File: src/lsq_pkg.sv
package lsq_pkg;

    // ################################################
    // sizes
    // ################################################

    localparam int ROB_DEPTH        = 6;
    localparam int NUM_LDST_RS      = 3;
    localparam int STORE_CNT_W      = 3;
    localparam int MEM_WORDS        = 256;
    localparam int MEM_READ_LATENCY = 2;

    localparam int RS_IDX_W   = $clog2(NUM_LDST_RS);
    localparam int MEM_ADDR_W = $clog2(MEM_WORDS);
    localparam int LAT_CNT_W  = $clog2(MEM_READ_LATENCY + 1);

    // RV32I funct3 codes for loads and stores.
    localparam logic [2:0] lb  = 3'b000;
    localparam logic [2:0] lh  = 3'b001;
    localparam logic [2:0] lw  = 3'b010;
    localparam logic [2:0] lbu = 3'b100;
    localparam logic [2:0] lhu = 3'b101;
    localparam logic [2:0] sb  = 3'b000;
    localparam logic [2:0] sh  = 3'b001;
    localparam logic [2:0] sw  = 3'b010;

    // load issue FSM states.
    localparam logic ST_IDLE = 1'b0;
    localparam logic ST_BUSY = 1'b1;

    typedef logic [31:0] xlen_word;
    typedef logic [2:0]  tag_t;

    // ################################################
    // shared structs
    // ################################################

    typedef struct packed {
        logic       is_store;
        logic [2:0] funct;
        xlen_word   vj;
        xlen_word   vk;
        tag_t       qj;
        tag_t       qk;
        xlen_word   imm;
        tag_t       dest;
    } lsb_dispatch_t;

    typedef struct packed {
        logic [ROB_DEPTH:0]     ready;
        xlen_word [ROB_DEPTH:0] vals;
    } rob_bcast_t;

    // one lane per buffer entry; funct lets the store queue size the write.
    typedef struct packed {
        logic [NUM_LDST_RS-1:0]       valid;
        logic [NUM_LDST_RS-1:0]       is_store;
        logic [NUM_LDST_RS-1:0][2:0]  funct;
        tag_t [NUM_LDST_RS-1:0]       tag;
        xlen_word [NUM_LDST_RS-1:0]   val;
        xlen_word [NUM_LDST_RS-1:0]   addr;
    } mem_cdb_t;

    typedef struct packed {
        logic                  valid;
        logic [MEM_ADDR_W-1:0] addr;
        logic [3:0]            mask;
        xlen_word              data;
    } mem_wr_t;

endpackage

File: src/store_queue.sv
`timescale 1ns/1ps

module store_queue
    import lsq_pkg::*;
(
    input  logic     clk,
    input  logic     rst,
    input  mem_cdb_t mem_res,
    input  logic     new_store,
    input  tag_t     commit_tag,
    output mem_wr_t  mem_wr
);

    logic       slot_valid [ROB_DEPTH+1];
    xlen_word   slot_addr  [ROB_DEPTH+1];
    xlen_word   slot_data  [ROB_DEPTH+1];
    logic [2:0] slot_funct [ROB_DEPTH+1];

    xlen_word   c_addr;
    logic [1:0] c_off;
    logic [3:0] c_mask;
    xlen_word   c_data;

    // byte lanes for the store being committed.
    always_comb
    begin
        c_addr = slot_addr[commit_tag];
        c_off  = c_addr[1:0];
        case (slot_funct[commit_tag])
            sb:
            begin
                c_mask = 4'b0001 << c_off;
                c_data = slot_data[commit_tag] << {c_off, 3'b000};
            end
            sh:
            begin
                c_mask = 4'b0011 << {c_off[1], 1'b0};
                c_data = slot_data[commit_tag] << {c_off[1], 4'b0000};
            end
            default:
            begin
                c_mask = 4'b1111;
                c_data = slot_data[commit_tag];
            end
        endcase
    end

    always_ff @(posedge clk)
    begin
        if (rst)
        begin
            for (int t = 0; t <= ROB_DEPTH; t++)
            begin
                slot_valid[t] <= 1'b0;
            end
            mem_wr.valid <= 1'b0;
        end
        else
        begin
            for (int i = 0; i < NUM_LDST_RS; i++)
            begin
                if (mem_res.valid[i] && mem_res.is_store[i])
                begin
                    slot_valid[mem_res.tag[i]] <= 1'b1;
                    slot_addr[mem_res.tag[i]]  <= mem_res.addr[i];
                    slot_data[mem_res.tag[i]]  <= mem_res.val[i];
                    slot_funct[mem_res.tag[i]] <= mem_res.funct[i];
                end
            end
            mem_wr.valid <= new_store && slot_valid[commit_tag];
            if (new_store)
            begin
                slot_valid[commit_tag] <= 1'b0;
                mem_wr.addr <= c_addr[MEM_ADDR_W+1:2];
                mem_wr.mask <= c_mask;
                mem_wr.data <= c_data;
            end
        end
    end

endmodule

File: config.mk
export PLATFORM = sky130hd
export DESIGN_NAME = store_queue
export DESIGN_NICKNAME = d
export VERILOG_FILES = /design/src/lsq_pkg.sv /design/src/store_queue.sv
export SDC_FILE = /design/constraint.sdc
export NUM_CORES = 1
export LEC_CHECK = 0
export ABC_AREA = 1
export BUFFER_PORTS_ARGS = -buffer_cell sky130_fd_sc_hd__buf_2
export CORE_MARGIN = 2
export CORE_UTILIZATION = 45
export DETAILED_ROUTE_END_ITERATION = 8
export MAX_ROUTING_LAYER = met4
export PLACE_DENSITY_LB_ADDON = 0.2
export SETUP_SLACK_MARGIN = 0.1
export SYNTH_ARGS = -nofsm -noshare
export SYNTH_HDL_FRONTEND = slang
export SYNTH_SLANG_ARGS = --single-unit
File: constraint.sdc
create_clock -name clk -period 9.4 [get_ports clk]
set_input_delay 1.88 -clock clk [delete_from_list [all_inputs] [get_ports clk]]
set_output_delay 1.88 -clock clk [all_outputs]
set_load 0.05 [all_outputs]
After elaboration in Yosys (flattened, before gate mapping)
Memories as Yosys holds them, arrays and structs flattened. Index checks and enable logic that the tools add are counted.

Register bits: 45. Bits in writable memories: 476. Input port bits: 222. Output and inout bits: 45. Word-level logic and storage cells: 52. Memories: 4.

Equal/unequal tests: 1. Shifts and indexed selects: 4. Muxes and demuxes: 28. Bitwise operators: 1. Reductions and logical operators: 10.

Memory list: slot_addr (words 7, width 32, read ports 1, clocked after Yosys merged registers in 0, write ports 3, RTL line store_queue.sv:15) `xlen_word slot_addr [ROB_DEPTH+1];`; slot_data (words 7, width 32, read ports 1, clocked after Yosys merged registers in 0, write ports 3, RTL line store_queue.sv:16) `xlen_word slot_data [ROB_DEPTH+1];`; slot_funct (words 7, width 3, read ports 1, clocked after Yosys merged registers in 0, write ports 3, RTL line store_queue.sv:17) `logic [2:0] slot_funct [ROB_DEPTH+1];`; slot_valid (words 7, width 1, read ports 1, clocked after Yosys merged registers in 0, write ports 7, RTL line store_queue.sv:14) `logic slot_valid [ROB_DEPTH+1];`.

Operators with widths (count): 32-bit case mux with 2 select lines (1); 32-bit by 5-bit << shifter with 32-bit output (2); 1-bit two-way mux (22); 3-bit two-way mux (4); 4-bit case mux with 2 select lines (1); 1-bit logical AND (4); 1-bit OR reduction (4); 1-bit by 2-bit << shifter with 4-bit output, first input constant (1); 2-bit by 2-bit << shifter with 4-bit output, first input constant (1); 3-bit by 1-bit == test with 1-bit output, second input constant (1); 3-bit logical NOT (1); 2-bit AND reduction (1); 1-bit NOT (1).

Depth between registers and ports, before layout
Gate-level depths: netlist (run 1).

Word-level depth: 6. Depth in mapped cells: 16. Depth with buffers taken out: 14.

Least setup slack after synthesis (run 1)
OpenSTA, ideal clock, no wires.

Path kind: in2reg. Start point: input port rst. End point: memory slot_addr[4][0] in the netlist's numbering (enable). Library setup time: 0.512 ns. Data arrival time: 5.711 ns. Required time: 8.888 ns. Slack: 3.177 ns. Stages on the path: 6. Buffers on the path: 1. Path through: clkbuf_1 inv_1 nand3_1 nor2_1 inv_1 o21ai_0.

RTL lines: start: declaration (RTL line store_queue.sv:7) `input logic rst,`; end: declaration (RTL line store_queue.sv:15).

Final worst setup path (run 1)
Start point: input port commit_tag[0]. End point: register mem_wr[17] in the netlist's numbering (data pin).

Longest elaborated chain between the ends: 3. Elaborated cells between the ends (all ways): 8. Those cells by class: eq/ne: 1; shift: 2; mux: 1; reduce/logical: 1; memory: 3.

RTL lines: start: declaration (RTL line store_queue.sv:10) `input tag_t commit_tag,`; memory 7 x 32 bit, or another cell as far along; 32-bit by 5-bit << shifter with 32-bit output, or another cell as far along (RTL line store_queue.sv:38) `c_data = slot_data[commit_tag] << {c_off[1], 4'b0000};`; 32-bit case mux with 2 select lines * (RTL line store_queue.sv:29) `case (slot_funct[commit_tag])`; via c_data[17] (RTL line store_queue.sv:22) `xlen_word c_data;`; end: declaration (RTL line store_queue.sv:11) `output mem_wr_t mem_wr`.

The timed path passes the listed nets; every way through them passes the cells marked *. A chain may end at the register's enable or synchronous reset.

==> results.yml, run 1 <==
floorplanning:
  die-area_um2: 47600
  initial_core_util_pct: 45.5
  die_w_um: 218
  die_h_um: 218
  core_um2: 45400
  rows: 78
  pin_count: 267
critical_path:
  start_kind: "input port"
  crit_start: "commit_tag[0]"
  crit_arrival_ns: 5.24
  ff2ff_setup_slack_ns: 6.94
  worstRegToRegCells: 11
  end_kind: "flip-flop"
  crit_type: "in -> reg"
  cp_max_fo: 45
  timing.rr.start: "slot_addr[3][0]"
  rr_endpoint: "mem_wr[17]"
  required_ns: 9.70
layout:
  fin_nets: 2699
  layoutNonFillerInstCount: 3116
  finalInstanceArea_um2: 23400
  fin_util_pct: 51.5
  area_delta_synth_final_pct: 13.1
  fillers: 4145
  drive_gt1_share_pct: 13.1
pwr:
  leakage_nw: 8.55
  peakVddDrop_mv: 0.0990
  powerDensity_nw_per_um2: 170
  p_total_mw: 3.98
synthesis:
  yosys-top-cells-area: "edfxtp_1 (52%), nand2_1 (12%), o211ai_1 (9.8%)"
  ys_async_sr_fraction_pct: 0
  yosys_most_used_dff: "edfxtp_1"
  syn_area_um2: 20700
  yosysSeqAreaShare_pct: 53.1
  avgSynthCellArea_um2: 8.70
  yosysTopAreaCell: "edfxtp_1"
  synth_seq_cells: 368
  syn_inst: 2375
  netlist.area_leader.share_pct: 52.2
  synth_edf_count: 359
  synth_fp_nets: 2597
  synth_warnings: 0
  yosysUniqueCellTypes: 39
placement:
  place_inst: 3033
  portBuffers: 200
  gp_congestion: 0.872
  place_ws_ns: 3.91
  place_area_um2: 22100
  dp_hpwl_um: 39300
sta:
  hold_viol: 0
  worstMarginPinSlew_ns: 1.20
  clock_skew_ns: 0.0151
  setup_slack_ns: 4.46
  finalSetupViolCount: 0
  drv_slew: 0
  fin_crit_sh_pct: 52.6
  hold_slack_ns: 0.525
  slew_headroom_pct: 20.2
  max_freq_ghz: 0.202
  rsz0062_at_grt: "no"
  setup_tns_ns: 0
  period_minus_slack_ns: 4.94
routing:
  ant_nets: 0
  via_per_inst: 6.00
  wl_um: 69700
  via_count: 18700
  dr.pass1.iters: 7
  drt_iter0_markers: 2090
  drt-wirelength-per-cell_um: 22.4
  drc: 0
run_status:
  status: "finished clean"
worst_hold_path:
  hold_start: "slot_valid[4]"
  hold_path_class: "reg -> reg"
  hold_depth: 2
  hold_end: "slot_valid[4]"
global_route:
  grt_remaining_overflow: 0
  grt_max_degree: 93
  grt_usage_pct: 30.0
  grt_pass1_wl_um: 104000
  antenna_found_initial: 8
  grt_pass1_vias: 17600
clock_network:
  path_clk_slew_ns: 0.06
  ctsRootBufferMaster: "clkbuf_16"
  cts_tree: "done"
  h-tree-depth: 2
  cts_setup_buffers: 0
  clock_latency_ns: 0.57
  cts_resized: 0
  clock_path_buffers: 3
  cts_hold_buf: 0
  cts_inserted_buffers: 42
  clock_sinks: 368
run:
  drv_cap: 0
[power breakdown]
part	internal, mW	switching [mW]	leakage (nW)
sequential	1.88	0.0151	3.36
combinational	0.145	0.352	4.57
clock	0.924	0.667	0.630
[worst max-delay path, cell delays in order]
cell and delay, ns:
buf_2 0.08, buf_4 0.52, inv_4 0.41, nor2_4 0.47, buf_4 0.47, nand2_1 0.16, nand3_4 0.29, nand3_4 0.16
nand2_2 0.36, inv_2 0.19, nand2_1 0.09, nand3_1 0.10
[cell usage in the layout (no fill, tap or decap), types with 2 or more instances in the layout]
cell         n
nand2_1    649
buf_2      200
dfxtp_1      9
o22ai_1      2
clkinv_2     5
a21oi_1     98
nand3b_1     3
clkbuf_16   45
a221oi_1    10
o21ai_4      2
nand3_1     54
o21ai_0    330
nor3_1       6
o21ai_1      9
a22oi_1     22
nor2_4      12
nand3_4      4
diode_2      9
inv_2       10
buf_4       31
nor2_2       2
bufinv_16    2
a41oi_1      2
edfxtp_1   359
nand2_2      7
clkinv_1     8
nor2_1     142
a32oi_1      2
nand4_1     30
inv_1      146
clkbuf_1    13
a31oi_1      3
o211ai_1   270
a22o_1       9
[logic make-up after synthesis]
family                 count (synthesis)  synth area share, %
AOI/OAI and AO/OA                    762                 22.5
buffers and inverters                330                 6.46
DFF                                  368                 53.1
and+or+nand+nor                      915                 18.0
[flip-flops by register name, summed over array words and instances, names as in the netlist]
| signal | flops |
|---|---|
| mem_wr | 45 |
| slot_addr | 70 |
| slot_funct | 21 |
| slot_data | 224 |
| slot_valid | 8 |
[metal layers]
layer	GRT usage, %	routed length, um	up-vias
li1	-	-	8710
met1	37.9	27900	8742
met2	47.7	32300	1073
met3	4.26	6770	186
met4	14.0	2760	0
met5	-	0	-
[cell type report]
| type | count | area, um^2 | area share (%) |
|---|---|---|---|
| inverter | 157 | 592 | 2.53 |
| clock inverter | 16 | 123 | 0.525 |
| sequential | 368 | 11000 | 46.9 |
| multi-input combinational | 1677 | 8510 | 36.4 |
| tap | 600 | 751 | 3.21 |
| timing repair buffer | 231 | 1230 | 5.28 |
| antenna | 9 | 22.5 | 0.0964 |
| clock buffer | 58 | 1170 | 5.03 |
[worst max path at each step]
stage | to | slack [ns]
floorplan | slot_addr[4][0] | 3.18
global placement | mem_wr[17] | 3.92
detailed placement | mem_wr[17] | 3.91
CTS | mem_wr[17] | 4.52
global route | mem_wr[17] | 4.34
finish | mem_wr[17] | 4.46
[cells in the mapped netlist, types with 10 or more instances]
library cell and number:
o21ai_0 332, a221oi_1 10, edfxtp_1 359, nand2_1 652, clkbuf_1 121, nand4_1 30, nor2_1 148, a21oi_1 98
a22oi_1 22, inv_1 147, o211ai_1 270, nand3_1 57, buf_2 32
Power figures use the tool's default switching activity.
==> inputs of run 2 (changes only) <==
==> constraint.sdc (replaced) <==
create_clock -name clk -period 4.4 [get_ports clk]
set_input_delay 0.88 -clock clk [delete_from_list [all_inputs] [get_ports clk]]
set_output_delay 0.88 -clock clk [all_outputs]
set_load 0.05 [all_outputs]
==> run 2 against run 1 <==
- count of clock-buffer cells in the layout shrank 6
- final cell count is 0.35% higher
- clock power increased by 110%
- wire length rose by 0.96%
- non-clock buffer count up 10
- critical path depth did not move
- sequential power up 110%
- global-route usage is 0.19 points higher
==> results.yml, run 2 (same netlist as run 1, synthesis figures left out) <==
run_status:
  status: "finished clean"
clock_network:
  h-tree-depth: 2
  cts_resized: 0
  cts_inserted_buffers: 42
  clock_latency_ns: 0.58
  clock_path_buffers: 3
  clock_sinks: 368
  cts_hold_buf: 0
  ctsRootBufferMaster: "clkbuf_16"
  cts_tree: "done"
  path_clk_slew_ns: 0.06
  cts_setup_buffers: 0
pwr:
  combPwrFrac_pct: 12.8
  peakVddDrop_mv: 0.232
  p_int_mw: 6.18
  powerDensity_nw_per_um2: 358
  p_seq_share_pct: 48.1
  netSwitchingPower_mw: 2.24
  leakage_nw: 8.62
  clkPwrFrac_pct: 39.1
  switching_share_pct: 26.6
routing:
  drt_iter0_markers: 2036
  drc: 0
  via_per_inst: 6.01
  dr.pass1.iters: 6
  via_count: 18800
  wl_um: 70400
  drt-wirelength-per-cell_um: 22.5
  ant_nets: 0
critical_path:
  cp_slowest_cell: "buf_2"
  cp_cell_sequence: "buf_2, nand2_1, inv_2, buf_4, nand2_1, nand2_1, nor2_1, nand3_4, nand3_4, nand2_2, buf_4, a31oi_1"
  cp_top_family: "buffers and inverters"
  crit_type: "in -> reg"
  required_ns: 4.69
  worstRegToRegCells: 12
  path_buf_inv: 4
  ff2ff_setup_slack_ns: 2.04
  max_stage_delay_ns: 0.61
  cp_max_fo: 35
  timing.rr.start: "slot_addr[3][0]"
  rr_endpoint: "mem_wr[30]"
  crit_arrival_ns: 3.41
  start_kind: "input port"
  cpMostUsedCell: "nand2_1"
  end_kind: "flip-flop"
placement:
  gp_congestion: 0.910
  dp_hpwl_um: 40500
  portBuffers: 200
  place_area_um2: 22300
global_route:
  grt_remaining_overflow: 0
  grt_pass1_vias: 17500
  grt_pass1_wl_um: 105000
  antenna_found_initial: 9
  grt_max_degree: 93
  grt_usage_pct: 30.2
floorplanning:
  pin_count: 267
  initial_core_util_pct: 45.5
  die_h_um: 218
  die_w_um: 218
  die-area_um2: 47600
  core_um2: 45400
  rows: 78
sta:
  max_freq_ghz: 0.320
  period_minus_slack_ns: 3.12
  rsz0062_at_grt: "no"
  finalSetupViolCount: 0
  worstMarginPinSlew_ns: 1.12
  hold_slack_ns: 0.539
  clock_skew_ns: 0.0204
  drv_slew: 0
  fin_crit_sh_pct: 71.0
  setup_tns_ns: 0
  hold_viol: 0
  slew_headroom_pct: 25.4
layout:
  final_cell_mix: "nand2_1 (649), edfxtp_1 (359), o21ai_0 (330), o211ai_1 (270), buf_2 (200)"
  fillers: 4160
  drive_gt1_share_pct: 13.5
  fin_nets: 2709
  seqCellArea_um2: 11000
  area_delta_synth_final_pct: 14.0
  final_common_cell: "nand2_1"
  finalInstanceArea_um2: 23600
  multi_input_area_um2: 8510
  largest_register_ffs: 224
worst_hold_path:
  hold_end: "slot_valid[2]"
  hold_start: "slot_valid[2]"
  hold_depth: 2
  hold_path_class: "reg -> reg"
run:
  drv_cap: 0
==> run 2: through the flow <==
| stage | power, mW | util (%) | worst slack (ns) | cells |
|---|---|---|---|---|
| 2_1_floorplan | 4.78 | - | 0.119 | 2375 |
| 6_report | 8.42 | 51.9 | 1.28 | 3127 |
| 4_1_cts | 8.43 | 51.9 | 1.30 | 3117 |
| 3_3_place_gp | 5.16 | 49.1 | 0.750 | 3043 |
| 3_5_place_dp | 5.19 | 49.1 | 0.725 | 3043 |
| 5_1_grt | 8.67 | 51.9 | 1.10 | 3126 |
==> run 2: area by class of cell <==
cell class / instances / share of cell area (%)
multi-input cells: 1677 / 36.1
clock buffers: 52 / 4.89
clock inverters: 22 / 0.436
inverters: 157 / 2.51
repair buffers: 241 / 6.19
flip-flops and latches: 368 / 46.5
well taps: 600 / 3.19
diodes: 10 / 0.106
==> run 2: routing by layer <==
| metal | wire, um | global-route usage [%] | vias up | share of wire, % |
|---|---|---|---|---|
| met1 | 28100 | 39.1 | 8868 | 40 |
| met2 | 33100 | 47.9 | 1071 | 47 |
| met4 | 2040 | 10.5 | 0 | 2.9 |
| met5 | 0 | - | - | 0 |
| li1 | - | - | 8718 | - |
| met3 | 7140 | 5.27 | 148 | 10 |
==> run 2: tightest hold or removal path, delay by kind of cell, from the launching register on <==
kind / cells / cell delay (ns)
DFF: 1 / 0.32
AOI/OAI and AO/OA: 2 / 0.18
==> run 2: worst max-delay path by stage <==
stage	from	endpoint	slack (ns)	cells past startpoint
after floorplan	rst	slot_addr[5][0]	0.12	6
after global placement	commit_tag[1]	mem_wr[24]	0.75	13
after detailed placement	commit_tag[1]	mem_wr[7]	0.73	12
after CTS	commit_tag[1]	mem_wr[7]	1.30	12
after global routing	commit_tag[1]	mem_wr[30]	1.10	13
final	commit_tag[1]	mem_wr[7]	1.28	12
==> run 2: power groups by stage <==
stage / clock network [mW] / registers (mW) / logic (mW)
after global routing: 3.43 / 4.06 / 1.18
after CTS: 3.32 / 4.05 / 1.07
after global placement: 0 / 4.12 / 1.04
after detailed placement: 0 / 4.12 / 1.06
after floorplan: 0 / 4.20 / 0.583
final: 3.29 / 4.05 / 1.08
