[config.mk]
export PLATFORM = sky130hd
export DESIGN_NAME = lsb_rs
export DESIGN_NICKNAME = d
export VERILOG_FILES = /design/src/lsq_pkg.sv /design/src/load_align.sv /design/src/lsb_rs.sv
export SDC_FILE = /design/constraint.sdc
export NUM_CORES = 2
export LEC_CHECK = 0
export BUFFER_PORTS_ARGS = -buffer_cell sky130_fd_sc_hd__clkbuf_2
export CAP_MARGIN = 15
export CORE_ASPECT_RATIO = 1.2
export CORE_MARGIN = 2
export CORE_UTILIZATION = 35
export DETAILED_ROUTE_END_ITERATION = 6
export PLACE_DENSITY = 0.52
export SLEW_MARGIN = 0
export SYNTH_ARGS = -nofsm -noshare
export SYNTH_HDL_FRONTEND = slang
export SYNTH_HIERARCHICAL = 1
export SYNTH_SLANG_ARGS = --single-unit
[constraint.sdc]
create_clock -name clk -period 10.5 [get_ports clk]
set_clock_uncertainty 0.1 [all_clocks]
set_input_delay 2.1 -clock clk [delete_from_list [all_inputs] [get_ports clk]]
set_output_delay 2.1 -clock clk [all_outputs]
set_load 0.02 [all_outputs]
[src/lsq_pkg.sv]
package lsq_pkg;

    // ################################################
    // sizes
    // ################################################

    localparam int ROB_DEPTH        = 6;
    localparam int NUM_LDST_RS      = 3;
    localparam int STORE_CNT_W      = 3;
    localparam int MEM_WORDS        = 256;
    localparam int MEM_READ_LATENCY = 2;

    localparam int RS_IDX_W   = $clog2(NUM_LDST_RS);
    localparam int MEM_ADDR_W = $clog2(MEM_WORDS);
    localparam int LAT_CNT_W  = $clog2(MEM_READ_LATENCY + 1);

    // RV32I funct3 codes for loads and stores.
    localparam logic [2:0] lb  = 3'b000;
    localparam logic [2:0] lh  = 3'b001;
    localparam logic [2:0] lw  = 3'b010;
    localparam logic [2:0] lbu = 3'b100;
    localparam logic [2:0] lhu = 3'b101;
    localparam logic [2:0] sb  = 3'b000;
    localparam logic [2:0] sh  = 3'b001;
    localparam logic [2:0] sw  = 3'b010;

    // load issue FSM states.
    localparam logic ST_IDLE = 1'b0;
    localparam logic ST_BUSY = 1'b1;

    typedef logic [31:0] xlen_word;
    typedef logic [2:0]  tag_t;

    // ################################################
    // shared structs
    // ################################################

    typedef struct packed {
        logic       is_store;
        logic [2:0] funct;
        xlen_word   vj;
        xlen_word   vk;
        tag_t       qj;
        tag_t       qk;
        xlen_word   imm;
        tag_t       dest;
    } lsb_dispatch_t;

    typedef struct packed {
        logic [ROB_DEPTH:0]     ready;
        xlen_word [ROB_DEPTH:0] vals;
    } rob_bcast_t;

    // one lane per buffer entry; funct lets the store queue size the write.
    typedef struct packed {
        logic [NUM_LDST_RS-1:0]       valid;
        logic [NUM_LDST_RS-1:0]       is_store;
        logic [NUM_LDST_RS-1:0][2:0]  funct;
        tag_t [NUM_LDST_RS-1:0]       tag;
        xlen_word [NUM_LDST_RS-1:0]   val;
        xlen_word [NUM_LDST_RS-1:0]   addr;
    } mem_cdb_t;

    typedef struct packed {
        logic                  valid;
        logic [MEM_ADDR_W-1:0] addr;
        logic [3:0]            mask;
        xlen_word              data;
    } mem_wr_t;

endpackage

[src/load_align.sv]
`timescale 1ns/1ps

module load_align
    import lsq_pkg::*;
(
    input  logic [2:0] funct,
    input  logic [1:0] offset,
    input  xlen_word   rdata,
    output xlen_word   val
);

    logic [7:0]  byte_sel;
    logic [15:0] half_sel;

    // pick the addressed lanes first, extension follows from funct.
    always_comb
    begin
        byte_sel = rdata[{offset, 3'b000} +: 8];
        half_sel = offset[1] ? rdata[31:16] : rdata[15:0];
    end

    always_comb
    begin
        case (funct)
            lb:
            begin
                val = {{24{byte_sel[7]}}, byte_sel};
            end
            lbu:
            begin
                val = {24'b0, byte_sel};
            end
            lh:
            begin
                val = {{16{half_sel[15]}}, half_sel};
            end
            lhu:
            begin
                val = {16'b0, half_sel};
            end
            default:
            begin
                val = rdata;
            end
        endcase
    end

endmodule

[src/lsb_rs.sv]
`timescale 1ns/1ps

module lsb_rs
    import lsq_pkg::*;
(
    input  logic          clk,
    input  logic          rst,
    input  logic          flush,
    input  logic          dispatch_valid,
    input  lsb_dispatch_t dispatch,
    output logic          lsb_ready,
    input  logic          new_store,
    input  rob_bcast_t    rob_data,
    output mem_cdb_t      mem_res,
    output logic          mem_read,
    output xlen_word      mem_addr,
    input  logic          mem_resp,
    input  xlen_word      mem_rdata
);

    // ################################################
    // entry storage
    // ################################################

    logic                   busy         [NUM_LDST_RS];
    logic                   is_store     [NUM_LDST_RS];
    logic [2:0]             funct        [NUM_LDST_RS];
    xlen_word               vj           [NUM_LDST_RS];
    xlen_word               vk           [NUM_LDST_RS];
    xlen_word               imm          [NUM_LDST_RS];
    tag_t                   qj           [NUM_LDST_RS];
    tag_t                   qk           [NUM_LDST_RS];
    tag_t                   dest         [NUM_LDST_RS];
    logic [STORE_CNT_W-1:0] store_before [NUM_LDST_RS];

    logic [STORE_CNT_W-1:0] store_count;
    logic [STORE_CNT_W-1:0] store_snap;
    logic                   free_found;
    logic [RS_IDX_W-1:0]    free_idx;
    logic                   push;
    logic [NUM_LDST_RS-1:0] store_go;
    logic [NUM_LDST_RS-1:0] entry_done;
    logic                   load_found;
    logic [RS_IDX_W-1:0]    load_idx;
    logic                   state;
    logic [RS_IDX_W-1:0]    issue_idx;
    logic                   load_done;
    xlen_word               load_val;

    // lowest free entry takes the next dispatch.
    always_comb
    begin
        free_found = 1'b0;
        free_idx   = '0;
        for (int i = NUM_LDST_RS - 1; i >= 0; i--)
        begin
            if (!busy[i])
            begin
                free_found = 1'b1;
                free_idx   = RS_IDX_W'(i);
            end
        end
    end

    assign lsb_ready = free_found;
    assign push      = dispatch_valid && free_found;

    // a load dispatched alongside a commit must not count that store.
    assign store_snap = new_store ? store_count - 1'b1 : store_count;

    always_ff @(posedge clk)
    begin
        if (rst || flush)
        begin
            store_count <= '0;
        end
        else if (push && dispatch.is_store && !new_store)
        begin
            store_count <= store_count + 1'b1;
        end
        else if (!(push && dispatch.is_store) && new_store)
        begin
            store_count <= store_count - 1'b1;
        end
    end

    // ################################################
    // readiness and completion
    // ################################################

    always_comb
    begin
        load_found = 1'b0;
        load_idx   = '0;
        for (int i = NUM_LDST_RS - 1; i >= 0; i--)
        begin
            store_go[i] = busy[i] && is_store[i] && qj[i] == '0 && qk[i] == '0;
            if (busy[i] && !is_store[i] && qj[i] == '0 && store_before[i] == '0)
            begin
                load_found = 1'b1;
                load_idx   = RS_IDX_W'(i);
            end
        end
    end

    assign load_done = (state == ST_BUSY) && mem_resp;

    always_comb
    begin
        for (int i = 0; i < NUM_LDST_RS; i++)
        begin
            entry_done[i] = store_go[i] || (load_done && issue_idx == RS_IDX_W'(i));
        end
    end

    always_ff @(posedge clk)
    begin
        if (rst || flush)
        begin
            for (int i = 0; i < NUM_LDST_RS; i++)
            begin
                busy[i]         <= 1'b0;
                qj[i]           <= '0;
                qk[i]           <= '0;
                store_before[i] <= '0;
            end
        end
        else
        begin
            for (int i = 0; i < NUM_LDST_RS; i++)
            begin
                if (push && free_idx == RS_IDX_W'(i))
                begin
                    busy[i]         <= 1'b1;
                    is_store[i]     <= dispatch.is_store;
                    funct[i]        <= dispatch.funct;
                    vj[i]           <= dispatch.vj;
                    vk[i]           <= dispatch.vk;
                    qj[i]           <= dispatch.qj;
                    qk[i]           <= dispatch.qk;
                    imm[i]          <= dispatch.imm;
                    dest[i]         <= dispatch.dest;
                    store_before[i] <= store_snap;
                end
                else
                begin
                    if (entry_done[i])
                    begin
                        busy[i] <= 1'b0;
                    end
                    // operand capture from the ROB broadcast.
                    if (qj[i] != '0 && rob_data.ready[qj[i]])
                    begin
                        qj[i] <= '0;
                        vj[i] <= rob_data.vals[qj[i]];
                    end
                    if (qk[i] != '0 && rob_data.ready[qk[i]])
                    begin
                        qk[i] <= '0;
                        vk[i] <= rob_data.vals[qk[i]];
                    end
                    if (new_store && busy[i] && !is_store[i] && store_before[i] != '0)
                    begin
                        store_before[i] <= store_before[i] - 1'b1;
                    end
                end
            end
        end
    end

    // ################################################
    // load issue and result bus
    // ################################################

    always_ff @(posedge clk)
    begin
        if (rst || flush)
        begin
            state <= ST_IDLE;
        end
        else if (state == ST_IDLE)
        begin
            if (load_found)
            begin
                state     <= ST_BUSY;
                issue_idx <= load_idx;
                mem_addr  <= vj[load_idx] + imm[load_idx];
            end
        end
        else if (mem_resp)
        begin
            state <= ST_IDLE;
        end
    end

    assign mem_read = (state == ST_BUSY);

    load_align u_load_align (
        .funct  (funct[issue_idx]),
        .offset (mem_addr[1:0]),
        .rdata  (mem_rdata),
        .val    (load_val)
    );

    always_ff @(posedge clk)
    begin
        if (rst || flush)
        begin
            mem_res.valid <= '0;
        end
        else
        begin
            for (int i = 0; i < NUM_LDST_RS; i++)
            begin
                mem_res.valid[i] <= entry_done[i];
                mem_res.is_store[i] <= is_store[i];
                mem_res.funct[i]    <= funct[i];
                mem_res.tag[i]      <= dest[i];
                if (store_go[i])
                begin
                    mem_res.val[i]  <= vk[i];
                    mem_res.addr[i] <= vj[i] + imm[i];
                end
                else
                begin
                    mem_res.val[i]  <= load_val;
                    mem_res.addr[i] <= mem_addr;
                end
            end
        end
    end

endmodule

Yosys cells after proc, flatten, opt, wreduce, memory -nomap -nowiden. Memory sizes are Yosys's and may differ from the RTL's. A register that Yosys moved wholly into a read port is not among the register bits. Index checks and enable logic that the tools add are counted.

Bits in registers: 236. RAM bits: 339. Bits of input ports: 378. Output and inout bits: 250. Word-level logic and storage cells: 331. Memories: 10.

Add/sub/neg operators: 9. $lt $le $gt $ge: 6. Equality and inequality tests: 7. Shift-type cells: 1. Muxes and demuxes: 164. Bitwise gates (word level): 32. Reductions and logical operators: 90.

Memory list: imm (depth 3, width 32, rd ports 4, clocked after memory_dff 0, write ports 1, RTL line lsb_rs.sv:30) `xlen_word imm [NUM_LDST_RS];`; vj (depth 3, width 32, rd ports 4, clocked after memory_dff 0, write ports 3, RTL line lsb_rs.sv:28) `xlen_word vj [NUM_LDST_RS];`; vk (depth 3, width 32, rd ports 3, clocked after memory_dff 0, write ports 3, RTL line lsb_rs.sv:29) `xlen_word vk [NUM_LDST_RS];`; dest (depth 3, width 3, rd ports 3, clocked after memory_dff 3, write ports 1, RTL line lsb_rs.sv:33) `tag_t dest [NUM_LDST_RS];`; funct (depth 3, width 3, rd ports 4, clocked after memory_dff 4, write ports 1, RTL line lsb_rs.sv:27) `logic [2:0] funct [NUM_LDST_RS];`; qj (depth 3, width 3, rd ports 3, clocked after memory_dff 0, write ports 3, RTL line lsb_rs.sv:31) `tag_t qj [NUM_LDST_RS];`; 4 more memories.

Operators by type and width (number): 32-bit two-way mux (20); 32-bit binary-select mux with 3-bit select (6); 32-bit adder (4); 32-bit case mux with 4 select lines (1); 1-bit two-way mux (90); 3-bit two-way mux (25); 32-bit OR reduction (2); 1-bit logical AND (44); 32-bit by 6-bit variable part select with 8-bit output (1); 3-bit zero test (10); 2-bit two-way mux (15); 1-bit bitwise OR (30); 3-bit nonzero test (9); 3-bit by 4-bit < comparator with 1-bit output (second input constant) (6); 1-bit binary-select mux with 3-bit select (6); 16-bit two-way mux (1); 3-bit OR reduction (4); 3-bit by 1-bit subtractor with 3-bit output (second input constant) (4); 1-bit zero test (11); 3-bit == test (second input constant) (2); 2-bit by 1-bit == test with 1-bit output (second input constant) (2); 2-bit == test (second input constant) (2); 2-bit zero test (2); 1-bit logical OR (4); 6 further kinds (8).

Logic depth before layout (Yosys ltp).
Depth after elaboration: 11. Gate-level depth with buffers: 21. Depth with buffers taken out: 19.

Cells and area by module. The synthesis kept the hierarchy.

Modules (own cells, without submodules): lsb_rs (times used 1, cells each 3873, area an instance 41003.1 sq um, sequential area each 17707.0 sq um); load_align (times used 1, cells each 96, area an instance 845.8 sq um, sequential area each 0.0 sq um).

Least setup slack after synthesis. Ideal clock, no wire load.

Path type: in2reg. Start: in flush. End: mem store_before[0][0], data pin. Setup time: 0.228 ns. Arrival: 10.559 ns. Data required time: 10.172 ns. Path slack: -0.386 ns. Stages: 6. Path buffers: 2. Path through: or2_2 clkbuf_1 inv_1 clkbuf_1 o31ai_1 a211oi_1.

RTL lines: start, declared (RTL line lsb_rs.sv:8) `input logic flush,`; end, declared (RTL line lsb_rs.sv:34) `logic [STORE_CNT_W-1:0] store_before [NUM_LDST_RS];`.

==> impl_metrics.toml <==
[logic_synthesis]
yosysTopAreaCell = "edfxtp_1"
synthesis.area_mm2 = 0.04185
netlist_instances = 3969
yosysTopAreaCellShare = 0.4155
synthDistinctLibCells = 93
synth_edf_count = 579
async_reset_ff_frac = 0
avgSynthCellArea_um2 = 10.54
yosysSeqAreaShare = 0.4231
ys_ff_latch = 595
yosys_warnings = 6
syn-num-nets = 4484
yosys_most_used_dff = "edfxtp_1"
synth.area.top_cells = "edfxtp_1 42%, mux4_2 10%, mux2i_1 8.1%"

[setup_path]
max_stage_delay_ns = 0.78
path_buf_inv = 2
cp.required_ns = 10.84
arrival_ns = 6.54
start_kind = "flip-flop"
path_delay_family = "simple AND/OR/NAND/NOR gates"
path_cells = "buf_4 > or4b_1 > or3_1 > nor2_4 > buf_4 > mux2i_1 > o21ai_0 > ha_1 > or3_1 > o211ai_1 > o21ai_1 > a41oi_1 > o21ai_1 > a221oi_1 > a21oi_1 > xnor2_1"
ff2ff_path_depth = 16
crit_path_top_delay_cell = "buf_4"
worst-setup-path-type = "flip-flop to flip-flop"
rrSetupSlack_ns = 4.29
r2r-end = "mem_addr[31]"
r2r-start = "qj[1][1]"
cp_max_fo = 46
cp-end-kind = "flip-flop"

[power]
p_sw_w = 0.002095
p_total_w = 0.006759
intPower_w = 0.004664
seqPwrFrac = 0.413
combPwrFrac = 0.218
powerDensity_mw_per_mm2 = 138.8
power_frac_clock = 0.369
ir_drop_mv = 0.1180
swShare = 0.3100
p_leak_nw = 18.08

[finish]
final_common_cell = "nand2_1"
final_cell_mix = "730 x nand2_1, 627 x clkbuf_2, 579 x edfxtp_1"
multi_input_area_mm2 = 0.02285
fin_area_mm2 = 0.04869
fin_nets = 4959
nFillCells = 11541
syn2layout_area_growth_pct = 16.34
regArea_mm2 = 0.01772
layout-drive-gt1-share = 0.2548

[place]
place_congestion = 0.9427
dp_hpwl_um = 131400
io_buffers = 627
dpl_cell_area_mm2 = 0.04628

[global_routing]
grt_pass1_wl_um = 249900
antenna_found_initial = 69
grt_max_degree = 102
grt_pass1_vias = 34171
grt_use_met1 = 0.3810
grt_use_total = 0.2795
grt_use_met2 = 0.4327
grtUsageMet3 = 0.05964
gr-total-overflow = 0
top_usage_layer = "met2"

[clock_network]
clk_latency_ns = 0.70
cts_buffers = 72
cts_buffer_depth = 3
cts_root_buf = "clkbuf_16"
htreeDepth = 3
cts_resized = 0
clk_pin_slew_ns = 0.06
hold_buffers = 0
cts.sink_count = 595
cts_tree = "built"
postCtsSetupBuffers = 0

[worst_hold_path]
min-delay-path-class = "flip-flop to flip-flop"
min_to = "mem_res[198]"
hold_depth = 0
min_from = "dest[0][6]"

[detailed_routing]
ant_nets = 0
vias_per_cell = 5.830
drc = 0
avgRoutedWirePerCell_um = 28.71
num_vias = 35449
first_pass_iters = 5
drt_first_iter_violations = 3320
wl_um = 174500

[timing]
layout_min_cycle_time_ns = 6.207
hold_viol = 0
fin_tns_setup_ns = 0
rsz0062_at_grt = "false"
finalCritPeriodShare = 0.5911
relSlewSlack = 0.2006
fmax_ghz = 0.1611
worst_pin_slew_ns = 1.194
drv_slew = 0
setup_viol = 0

[floorplanning]
core.rowCount = 138
io_pins = 628
die_h_um = 382.8
die_x_um = 319.7
core_mm2 = 0.1183
die-area_mm2 = 0.1224
initial_core_util = 0.3538

[flow_run]
cap_violations = 0

[status]
outcome = "completed"
==> Yosys cell counts, types with 8 or more instances <==
cell and count:
a211oi_1 23, a21o_1 75, a21oi_1 145, a2bb2oi_2 14, a31oi_1 15, and2_1 13, and3_1 11, buf_1 36
buf_2 25, buf_4 8, clkbuf_1 213, dfxtp_1 16, edfxtp_1 579, ha_1 133, inv_1 41, mux2_2 75
mux2i_1 338, mux4_2 193, nand2_1 732, nand2b_1 25, nand3_1 37, nand4_1 21, nor2_1 97, nor2b_1 23
nor3_1 18, o211ai_1 147, o21a_1 19, o21ai_0 576, o21ai_1 35, o21bai_1 20, o31ai_1 10, or2_2 8
or3_1 8, xnor2_1 56, xor2_1 58
==> worst reg2reg max path: stages (launching register included) <==
cell,delay [ns]
edfxtp_1,0.37
buf_4,0.25
or4b_1,0.56
or3_1,0.45
nor2_4,0.69
buf_4,0.78
mux2i_1,0.27
o21ai_0,0.10
ha_1,0.29
or3_1,0.32
o211ai_1,0.09
o21ai_1,0.22
a41oi_1,0.60
o21ai_1,0.24
a221oi_1,0.35
a21oi_1,0.14
xnor2_1,0.14
==> power groups by stage <==
stage | Combinational (W) | Sequential (W) | Clock, W
after floorplan | 0.000864 | 0.00286 | 0
after global placement | 0.00144 | 0.00284 | 0
after detailed placement | 0.00145 | 0.00284 | 0
after CTS | 0.00146 | 0.00279 | 0.00255
after global routing | 0.00158 | 0.00280 | 0.00262
final | 0.00147 | 0.00279 | 0.00250
==> layer usage <==
| layer | part of all wire | vias up |
|---|---|---|
| li1 | - | 16063 |
| met1 | 0.43 | 17352 |
| met2 | 0.45 | 1692 |
| met3 | 0.085 | 302 |
| met4 | 0.037 | 40 |
| met5 | 0.0015 | - |
==> kinds of logic after synthesis <==
family / count (synthesis) / synth area share
compound gates: 1153 / 0.1678
xor+xnor: 114 / 0.02386
mux: 607 / 0.2052
simple gates: 1030 / 0.1046
flops: 595 / 0.4231
fa+ha+maj: 137 / 0.04168
buf+inv: 333 / 0.03367
==> final cells by class <==
class,count,share of cell area
Inverter,42,0.003392
Tap cell,1540,0.03958
Clock inverter,42,0.007556
Sequential cell,595,0.3641
Antenna cell,42,0.002159
Timing Repair Buffer,692,0.07442
Multi-Input combinational cell,3041,0.4693
Clock buffer,86,0.03955
==> sequential cells by signal (all words and copies together) (netlist names), named ones only <==
register      flops
qk                9
busy              3
qj                9
store_before      9
vk               96
store_count       3
is_store          3
mem_addr         32
funct             9
issue_idx         2
dest              9
vj               96
mem_read          1
mem_res         216
imm              96
==> per-stage QoR <==
| step | utilization | setup WS (ns) | instances | hold WS, ns |
|---|---|---|---|---|
| 3_3_place_gp | 0.3913 | 4.409 | 5909 | 0.3008 |
| 3_5_place_dp | 0.3913 | 4.247 | 5909 | 0.3045 |
| 2_1_floorplan | - | 3.268 | 3969 | 0.3003 |
| 5_1_grt | 0.4115 | 3.998 | 6072 | 0.3212 |
| 6_report | 0.4116 | 4.293 | 6080 | 0.3134 |
| 4_1_cts | 0.4107 | 4.238 | 6037 | 0.3180 |
==> worst max-delay path by stage <==
| stage | cells after the start | start | end | slack, ns |
|---|---|---|---|---|
| after floorplan | 6 | flush | dest[0][0] | 3.27 |
| after global placement | 16 | qj[1][1] | mem_addr[29] | 4.41 |
| after detailed placement | 16 | qj[1][1] | mem_addr[31] | 4.25 |
| after CTS | 16 | qj[1][1] | mem_addr[31] | 4.24 |
| after global routing | 17 | qj[2][0] | mem_addr[26] | 4.00 |
| final | 16 | qj[1][1] | mem_addr[31] | 4.29 |
No activity file was read; power rests on OpenSTA's default activity.
